File: src/design/asym_fifo_pkg.sv
`default_nettype none

package asym_fifo_pkg;

  // write side is one full word, read side is one byte
  localparam int W_DATA_W = 32;
  localparam int R_DATA_W = 8;

  // bytes per word and the bits that pick one of them
  localparam int RATIO = W_DATA_W / R_DATA_W;
  localparam int LANE_SEL_W = $clog2(RATIO);

  // capacity in words, also the producer's starting credit count
  localparam int W_DEPTH = 16;
  localparam int ROW_ADDR_W = $clog2(W_DEPTH);

  // byte address is row address followed by lane select
  localparam int R_ADDR_W = ROW_ADDR_W + LANE_SEL_W;

  // byte count runs 0 to W_DEPTH * RATIO inclusive
  localparam int LEVEL_W = $clog2(W_DEPTH * RATIO) + 1;

  // consumer keeps at most four read credits outstanding
  localparam int RCRED_W = 3;

  typedef struct packed {
    logic                valid;
    logic [W_DATA_W-1:0] data;
  } wr_req_t;

  typedef struct packed {
    logic                valid;
    logic [R_DATA_W-1:0] data;
  } rd_rsp_t;

  // one ram row, seen as a word on writes and as byte lanes on reads
  typedef union packed {
    logic [W_DATA_W-1:0]              word;
    logic [RATIO-1:0][R_DATA_W-1:0]   lanes;
  } mem_row_u;

  typedef struct packed {
    logic [RATIO-1:0]      lane_en;
    logic [ROW_ADDR_W-1:0] addr;
    mem_row_u              row;
  } ram_wr_t;

  typedef struct packed {
    logic [RATIO-1:0]      lane_en;
    logic [ROW_ADDR_W-1:0] addr;
  } ram_rd_t;

endpackage

`default_nettype wire
File: src/design/asym_fifo_top.sv
`timescale 1ns/1ps
`default_nettype none

module asym_fifo_top (
  input  wire                       clk_i,
  input  wire                       rst_n_i,
  // producer
  input  asym_fifo_pkg::wr_req_t    wr_i,
  output logic                      w_credit_o,
  // consumer
  input  wire                       r_credit_i,
  output asym_fifo_pkg::rd_rsp_t    rd_o
);

  import asym_fifo_pkg::*;

  logic                  w_en;
  logic [ROW_ADDR_W-1:0] w_addr;
  logic                  r_en;
  logic [R_ADDR_W-1:0]   r_addr;
  logic                  r_valid;
  logic [R_DATA_W-1:0]   r_data;
  ram_wr_t               ram_wr;
  ram_rd_t               ram_rd;
  mem_row_u              ram_data;

  // pointers, level and credit bookkeeping
  asym_fifo_ctrl u_ctrl (
    .clk_i      (clk_i),
    .rst_n_i    (rst_n_i),
    .wr_i       (wr_i),
    .w_credit_o (w_credit_o),
    .r_credit_i (r_credit_i),
    .r_valid_o  (r_valid),
    .w_en_o     (w_en),
    .w_addr_o   (w_addr),
    .r_en_o     (r_en),
    .r_addr_o   (r_addr)
  );

  // word-in, byte-out mapping onto the banks
  asym_width_converter u_conv (
    .clk_i      (clk_i),
    .rst_n_i    (rst_n_i),
    .w_en_i     (w_en),
    .w_addr_i   (w_addr),
    .w_data_i   (wr_i.data),
    .r_en_i     (r_en),
    .r_addr_i   (r_addr),
    .ram_wr_o   (ram_wr),
    .ram_rd_o   (ram_rd),
    .ram_data_i (ram_data),
    .r_data_o   (r_data)
  );

  banked_ram u_ram (
    .clk_i      (clk_i),
    .ram_wr_i   (ram_wr),
    .ram_rd_i   (ram_rd),
    .ram_data_o (ram_data)
  );

  // valid from the controller, byte from the converter
  assign rd_o.valid = r_valid;
  assign rd_o.data  = r_data;

endmodule

`default_nettype wire

File: src/design/asym_fifo_ctrl.sv
`timescale 1ns/1ps
`default_nettype none

module asym_fifo_ctrl (
  input  wire                                    clk_i,
  input  wire                                    rst_n_i,
  // producer side
  input  asym_fifo_pkg::wr_req_t                 wr_i,
  output logic                                   w_credit_o,
  // consumer side
  input  wire                                    r_credit_i,
  output logic                                   r_valid_o,
  // converter strobes and addresses
  output logic                                   w_en_o,
  output logic [asym_fifo_pkg::ROW_ADDR_W-1:0]   w_addr_o,
  output logic                                   r_en_o,
  output logic [asym_fifo_pkg::R_ADDR_W-1:0]     r_addr_o
);

  import asym_fifo_pkg::*;

  logic [ROW_ADDR_W-1:0] wr_ptr_q;
  logic [R_ADDR_W-1:0]   rd_ptr_q;
  logic [LEVEL_W-1:0]    level_q;
  logic [LEVEL_W-1:0]    level_nxt;
  logic [RCRED_W-1:0]    rcred_q;
  logic [RCRED_W-1:0]    rcred_nxt;
  logic                  rd_issue;
  logic                  last_lane;

  // producer only writes while it holds a credit, so no full check here
  assign w_en_o   = wr_i.valid;
  assign w_addr_o = wr_ptr_q;

  // a read needs both a consumer credit and a stored byte
  assign rd_issue = (rcred_q != '0) && (level_q != '0);
  assign r_en_o   = rd_issue;
  assign r_addr_o = rd_ptr_q;

  assign last_lane = (rd_ptr_q[LANE_SEL_W-1:0] == LANE_SEL_W'(RATIO - 1));

  // word write pointer
  always_ff @(posedge clk_i) begin
    if (!rst_n_i) begin
      wr_ptr_q <= '0;
    end else if (w_en_o) begin
      wr_ptr_q <= wr_ptr_q + ROW_ADDR_W'(1);
    end
  end

  // byte read pointer, wraps with the word pointer
  always_ff @(posedge clk_i) begin
    if (!rst_n_i) begin
      rd_ptr_q <= '0;
    end else if (rd_issue) begin
      rd_ptr_q <= rd_ptr_q + R_ADDR_W'(1);
    end
  end

  // byte level: up by a word on write, down by one on read
  always_comb begin
    level_nxt = level_q;
    if (w_en_o) begin
      level_nxt = level_nxt + LEVEL_W'(RATIO);
    end
    if (rd_issue) begin
      level_nxt = level_nxt - LEVEL_W'(1);
    end
  end

  always_ff @(posedge clk_i) begin
    if (!rst_n_i) begin
      level_q <= '0;
    end else begin
      level_q <= level_nxt;
    end
  end

  // held read credits
  always_comb begin
    rcred_nxt = rcred_q;
    if (r_credit_i) begin
      rcred_nxt = rcred_nxt + RCRED_W'(1);
    end
    if (rd_issue) begin
      rcred_nxt = rcred_nxt - RCRED_W'(1);
    end
  end

  always_ff @(posedge clk_i) begin
    if (!rst_n_i) begin
      rcred_q <= '0;
    end else begin
      rcred_q <= rcred_nxt;
    end
  end

  // byte shows up one cycle after issue
  // a word credit goes back once lane 3 has been read
  always_ff @(posedge clk_i) begin
    if (!rst_n_i) begin
      r_valid_o  <= 1'b0;
      w_credit_o <= 1'b0;
    end else begin
      r_valid_o  <= rd_issue;
      w_credit_o <= rd_issue && last_lane;
    end
  end

endmodule

`default_nettype wire

File: src/design/asym_width_converter.sv
`timescale 1ns/1ps
`default_nettype none

module asym_width_converter (
  input  wire                                     clk_i,
  input  wire                                     rst_n_i,
  // word write side
  input  wire                                     w_en_i,
  input  wire  [asym_fifo_pkg::ROW_ADDR_W-1:0]    w_addr_i,
  input  wire  [asym_fifo_pkg::W_DATA_W-1:0]      w_data_i,
  // byte read side
  input  wire                                     r_en_i,
  input  wire  [asym_fifo_pkg::R_ADDR_W-1:0]      r_addr_i,
  // banked ram port
  output asym_fifo_pkg::ram_wr_t                  ram_wr_o,
  output asym_fifo_pkg::ram_rd_t                  ram_rd_o,
  input  asym_fifo_pkg::mem_row_u                 ram_data_i,
  output logic [asym_fifo_pkg::R_DATA_W-1:0]      r_data_o
);

  import asym_fifo_pkg::*;

  logic [LANE_SEL_W-1:0] r_lane;
  logic [LANE_SEL_W-1:0] r_lane_q;
  logic                  r_data_valid_q;
  mem_row_u              row_hold_q;
  mem_row_u              row_sel;

  assign r_lane = r_addr_i[LANE_SEL_W-1:0];

  // write port: a whole word lands in every lane of one row
  always_comb begin
    ram_wr_o.lane_en  = {RATIO{w_en_i}};
    ram_wr_o.addr     = w_addr_i;
    ram_wr_o.row.word = w_data_i;
  end

  // read port: only the addressed lane fires
  always_comb begin
    ram_rd_o.lane_en = {{(RATIO - 1){1'b0}}, r_en_i} << r_lane;
    ram_rd_o.addr    = r_addr_i[R_ADDR_W-1:LANE_SEL_W];
  end

  // ram output is valid the cycle after a read
  always_ff @(posedge clk_i) begin
    if (!rst_n_i) begin
      r_data_valid_q <= 1'b0;
    end else begin
      r_data_valid_q <= r_en_i;
    end
  end

  // lane select follows the read into the next cycle
  always_ff @(posedge clk_i) begin
    if (!rst_n_i) begin
      r_lane_q <= '0;
    end else if (r_en_i) begin
      r_lane_q <= r_lane;
    end
  end

  // keep the last row seen so the output byte stays stable
  always_ff @(posedge clk_i) begin
    if (r_data_valid_q) begin
      row_hold_q <= ram_data_i;
    end
  end

  // live row right after a read, held row otherwise
  always_comb begin
    if (r_data_valid_q) begin
      row_sel = ram_data_i;
    end else begin
      row_sel = row_hold_q;
    end
  end

  assign r_data_o = row_sel.lanes[r_lane_q];

endmodule

`default_nettype wire

File: src/design/banked_ram.sv
`timescale 1ns/1ps
`default_nettype none

module banked_ram (
  input  wire                       clk_i,
  input  asym_fifo_pkg::ram_wr_t    ram_wr_i,
  input  asym_fifo_pkg::ram_rd_t    ram_rd_i,
  output asym_fifo_pkg::mem_row_u   ram_data_o
);

  import asym_fifo_pkg::*;

  mem_row_u rd_row_q;

  // one byte-wide bank per lane, all indexed by the same row
  for (genvar lane = 0; lane < RATIO; lane++) begin : g_bank
    logic [R_DATA_W-1:0] mem [W_DEPTH];

    always_ff @(posedge clk_i) begin
      if (ram_wr_i.lane_en[lane]) begin
        mem[ram_wr_i.addr] <= ram_wr_i.row.lanes[lane];
      end
    end

    // registered read, a disabled lane keeps its last value
    always_ff @(posedge clk_i) begin
      if (ram_rd_i.lane_en[lane]) begin
        rd_row_q.lanes[lane] <= mem[ram_rd_i.addr];
      end
    end
  end

  assign ram_data_o = rd_row_q;

endmodule

`default_nettype wire

File: config.mk
export PLATFORM = sky130hd
export DESIGN_NAME = asym_fifo_top
export DESIGN_NICKNAME = d
export VERILOG_FILES = /design/src/design/asym_fifo_pkg.sv /design/src/design/asym_fifo_top.sv /design/src/design/asym_fifo_ctrl.sv /design/src/design/asym_width_converter.sv /design/src/design/banked_ram.sv
export SDC_FILE = /design/constraint.sdc
export NUM_CORES = 1
export LEC_CHECK = 0
export BUFFER_PORTS_ARGS = -buffer_cell sky130_fd_sc_hd__buf_4
export CAP_MARGIN = 20
export CORE_MARGIN = 3
export CORE_UTILIZATION = 50
export DETAILED_ROUTE_END_ITERATION = 10
export GPL_ROUTABILITY_DRIVEN = 0
export PLACE_DENSITY = 0.64
export SETUP_SLACK_MARGIN = 0.05
export SLEW_MARGIN = 5
export SYNTH_ARGS = -nofsm -noshare
export SYNTH_HDL_FRONTEND = slang
export SYNTH_SLANG_ARGS = --single-unit
File: constraint.sdc
create_clock -name clk_i -period 5.64 [get_ports clk_i]
set_input_delay 0.846 -clock clk_i [delete_from_list [all_inputs] [get_ports clk_i]]
set_output_delay 0.846 -clock clk_i [all_outputs]
set_load 0.02 [all_outputs]
=== After elaboration in Yosys (flattened, before gate mapping) ===
Memory sizes are Yosys's and may differ from the RTL's. A register that Yosys moved wholly into a read port is not among the register bits.
Index checks and enable logic that the tools add are counted.

* Bits in registers: 56
* Memory bits (writable): 512
* Input bits: 36
* Word-level logic and storage cells: 34
* Memories kept: 4

{| class="wikitable"
|+ Memories
! name !! depth !! width !! rd ports !! clocked after Yosys merged registers in !! wr ports !! RTL line !! source
|-
| u_ram.g_bank[0].mem || 16 || 8 || 1 || 1 || 1 || banked_ram.sv:17 || <nowiki>logic [R_DATA_W-1:0] mem [W_DEPTH];</nowiki>
|-
| u_ram.g_bank[1].mem || 16 || 8 || 1 || 1 || 1 || banked_ram.sv:17 ||
|-
| u_ram.g_bank[2].mem || 16 || 8 || 1 || 1 || 1 || banked_ram.sv:17 ||
|-
| u_ram.g_bank[3].mem || 16 || 8 || 1 || 1 || 1 || banked_ram.sv:17 ||
|}

* Add/sub/neg operators: 6
* Magnitude comparators: 1
* Equal/unequal tests: 1
* Shift operators: 1
* Multiplexer cells: 9
* Reduce and logical (&&, ||, !) cells: 4

{| class="wikitable"
|+ Operators by type and width
! cell !! count
|-
| 32-bit 2-to-1 mux || 1
|-
| 8-bit binary-select mux with 2-bit select || 1
|-
| 7-bit 2-to-1 mux || 2
|-
| 8-bit 2-to-1 mux || 1
|-
| 7-bit by 3-bit adder with 7-bit output, second input constant || 1
|-
| 7-bit nonzero test || 1
|-
| 7-bit by 1-bit subtractor with 7-bit output, second input constant || 1
|-
| 6-bit by 1-bit adder with 6-bit output, second input constant || 1
|-
| 3-bit 2-to-1 mux || 2
|-
| 4-bit by 1-bit adder with 4-bit output, second input constant || 1
|-
| 1-bit by 2-bit left shift with 4-bit output || 1
|-
| 3-bit by 1-bit adder with 3-bit output, second input constant || 1
|-
| 2-bit by 3-bit < comparator with 1-bit output, second input constant || 1
|-
| 3-bit nonzero test || 1
|-
| 3-bit by 1-bit subtractor with 3-bit output, second input constant || 1
|-
| 2-bit == test, second input constant || 1
|-
| 1-bit logical AND || 2
|-
| 1-bit 2-to-1 mux || 2
|}

=== Logic depth before layout (Yosys ltp) ===
* Depth after elaboration: 4
* Gate-level depth with buffers: 7
* Depth with buffers taken out: 6

=== By module ===
From an unflattened synthesis, not the netlist that was laid out.

* Cell total of the unflattened synthesis: 1190
* Area, all modules: 23567.6 um^2

{| class="wikitable"
|+ Modules (own cells, without submodules)
! module !! times used !! cells an instance !! area an instance (um^2) !! sequential area each (um^2)
|-
| banked_ram || 1 || 905 || 20564.7 || 16335.7
|-
| asym_width_converter || 1 || 156 || 1774.2 || 700.7
|-
| asym_fifo_ctrl || 1 || 128 || 1221.2 || 440.4
|-
| asym_fifo_top || 1 || 1 || 7.5 || 0.0
|}

=== Worst setup path before layout ===
No wires, ideal clock.

* Path kind: in2reg
* Start: input port wr_i[32] (netlist bit)
* End: memory u_ram.g_bank[0].mem[0][0] (enable)
* Library setup time: 0.392 ns
* Arrival: 2.137 ns
* Required time: 5.248 ns
* Path slack: 3.111 ns
* Cell stages on the path: 3
* Cells stage by stage: buf_2 > nor3b_1 > and2_1

* Cells in the longest elaborated chain, start to end: 2

{| class="wikitable"
|+ RTL lines
! element !! RTL line !! source
|-
| start, declared || asym_fifo_top.sv:8 || <nowiki>input asym_fifo_pkg::wr_req_t wr_i,</nowiki>
|-
| 1-bit 2-to-1 mux || banked_ram.sv:20 || <nowiki>if (ram_wr_i.lane_en[lane]) begin</nowiki>
|-
| 1-bit 2-to-1 mux (not written as such) || banked_ram.sv:21 || <nowiki>mem[ram_wr_i.addr] <= ram_wr_i.row.lanes[lane];</nowiki>
|-
| end, declared || banked_ram.sv:17 ||
|}

No other way between the ends.

==> reports/qor.txt <==
Outcome: complete, no violations
First drt pass iteration count: 5
Multi-input logic area: 5270 um^2
Htree depth: 2
CP most frequent cell: buf_4
Mapped Cells: 1197
Syn_area_per_cell: 19.3 um^2
Max VDD drop: 334 uV
Clock slew seen by the registers of the worst setup and hold paths: 0.06 ns
Skew final: 0.0132 ns
Final instance count without filler cells: 1911
Clk sinks: 600
WL per Instance: 26.0 um
Yosys Warn Count: 0
Floorplan row count: 78
TritonCTS clock tree: built
Setup TNS after final layout: 0 ns
Final hold violations: 0
Total Routing Usage GR: 20.3%
Critical path's largest stage delay: 0.46 ns
Crit path time final: 3.20 ns
# DRC: 0
DIE WIDTH: 221 um
Die H: 221 um
Slowest CP cell: mux4_2
Post-synth ARST share: 0%
# fillers: 3365
Final setup violation count: 0
Area leader, netlist: edfxtp_1
Layout cell share with drive strength beyond 1: 21.5%
CTS Buf Count: 59
Die area: 48900 um^2
Latest clock arrival within the worst-skew pair: 0.61 ns
Synth Register Bits: 600
Area delta synth->final: 11.9%
Synth top area cells: edfxtp_1 71%, mux4_2 7.0%, mux2i_1 5.7%, dfxtp_1 4.8%, a221oi_1 2.4%
Cell Chain, Critical Path: buf_4, mux2_2, mux4_2, buf_4
Total power: 10.0 mW
Syn Nets: 1244
Routed WL: 49700 um
ANT nets after route: 0
Critical path peak fanout: 33
Reg area: 17500 um^2
Hold WS: 0.470 ns
Max Clock Freq: 313 MHz
Via count of the first global-routing pass: 11398
Fin nets: 1306
IO Port Bufs: 45
RSZ-0062 raised after global routing: no
Pleak: 8.03 nW
Post-Syn Area: 23100 um^2
Initial drt markers: 1024
Pre-CTS setup slack: 2.85 ns
Worst Setup End Kind: output port
Boundary Pins: 46
Hold-fix buffers, CTS: 0
PwrDens: 386 nW/um^2
Slew Limit Fails: 0
GRT Residual Overflow: 0
Final worst slack: 2.44 ns
Dpl cells: 1796
Global-route wire length before repair: 74600 um
Max-Cap Viols: 0
Crit path kind: reg -> out
Slew HR: 23.0%
CP required: 4.79 ns
Sequential cell area fraction in the yosys report: 75.4%
Pin count of the biggest net entering global routing: 68
Cell variety after synth: 42
Vias: 11472
Worst Hold Class: reg -> reg
Dpl hpwl: 28300 um
CP arrival: 2.35 ns
Period utilization: 56.7%
Primary FF master, synth: edfxtp_1
Startpoint Class: flip-flop
Setup Buffers After CTS: 0
EDFF count, synth: 544
Synth top area share: 70.6%
Post-CTS Resized: 0
Initial antenna violation count: 5
Root Buffer: clkbuf_16
Core Region: 45600 um^2
Avg Vias per Cell: 6.00
Initial Utilization: 50.8%
Slew @ Worst Pin: 1.16 ns
Clock buffer depth: 3
[synth_stat cells (2+ instances only)]
cell type,number
a22oi_1,32
clkbuf_1,21
or2_2,2
nand3_1,2
a211oi_1,2
xnor2_1,11
dfxtp_1,56
nor2b_1,2
and3_1,3
mux2i_1,132
xor2_1,4
nor2_1,16
nor3b_1,4
or2_1,2
ha_1,11
nand4_1,4
inv_1,11
nor3_1,4
o21ai_0,33
and2_1,17
mux4_2,72
buf_2,27
a221oi_1,64
edfxtp_1,544
buf_6,12
nand2_1,47
buf_4,8
mux2_2,33
a21oi_1,8
[flip-flops by register name (all words and copies together), names as in the netlist]
name                   flops
u_ctrl.w_addr_o            4
u_ctrl.r_addr_o            6
u_conv.r_data_valid_q      1
u_conv.row_hold_q         32
u_ctrl.rcred_q             3
u_ctrl.level_q             7
u_ram.ram_data_o          32
u_conv.r_lane_q            2
u_ram.g_bank.mem         512
u_ctrl.w_credit_o          1
[layer usage]
metal	global-route usage, %	share of wire [%]	wire length (um)	vias to the layer above
met1	29.4	43	21400	5938
met4	5.01	1.9	933	4
li1	-	-	-	5014
met3	4.26	7.4	3670	74
met5	0	0.054	27	-
met2	32.0	48	23700	442
[final timing paths]
check        cells after the start                     to                   from  slack [ns]
max reg2reg                      6   u_ram.ram_data_o[31]     u_ctrl.r_addr_o[4]        2.76
min                              1  u_conv.row_hold_q[28]  u_conv.row_hold_q[28]        0.47
min reg2reg                      1  u_conv.row_hold_q[28]  u_conv.row_hold_q[28]        0.47
max                              4                rd_o[2]  u_conv.r_data_valid_q        2.44
[critical path, delay by kind of cell, from the launching register on]
| family | cells | cell delay, ns |
|---|---|---|
| multiplexers | 2 | 0.88 |
| flip-flops | 1 | 0.31 |
| buffers and inverters | 2 | 0.54 |
[placed cells by master, fill, tap and decap left out, types with 3 or more instances in the layout]
cell type	n
edfxtp_1	544
mux2i_1	132
mux4_2	72
a221oi_1	64
buf_4	61
clkbuf_16	59
dfxtp_1	53
nand2_1	47
o21ai_0	33
mux2_2	33
a22oi_1	32
clkinv_1	18
and2_2	17
nor2_1	16
clkbuf_1	15
inv_1	11
xnor2_1	11
ha_1	11
clkinv_2	10
a21oi_1	8
buf_12	8
nor3_1	4
nor3b_1	4
nand4_1	4
xor2_1	4
and3_1	3
inv_6	3
clkinvlp_4	3
[kinds of logic after synthesis]
| kind of cell | after synthesis | synth area share (%) |
|---|---|---|
| adder cells (fa/ha/maj) | 11 | 0.595 |
| AND/OR/NAND/NOR | 111 | 2.45 |
| AO/OA/AOI/OAI | 144 | 4.69 |
| multiplexers | 237 | 14.3 |
| flip-flops | 600 | 75.4 |
| buffers and inverters | 79 | 1.95 |
| XOR/XNOR | 15 | 0.568 |
[layout make-up]
cell class	instances	share of cell area, %
tap	600	2.90
clock buffer	74	5.92
clock inverter	38	0.846
inverter	11	0.159
sequential	600	67.4
antenna	1	0.00966
multi-input combinational	518	20.3
timing repair buffer	69	2.39
[per-stage QoR]
step | area, um^2 | utilization, %
final | 25900 | 56.8
after global routing | 25900 | 56.8
after CTS | 25900 | 56.7
after detailed placement | 24100 | 52.9
after global placement | 24000 | 52.7
after floorplan | 23100 | -
[power by group]
part	switching, mW	leakage, nW	internal, mW
logic	0.618	1.79	0.535
clock network	1.60	0.849	1.97
registers	0.148	5.39	5.13
total	2.37	8.03	7.63
No activity file was read; power rests on OpenSTA's default activity.
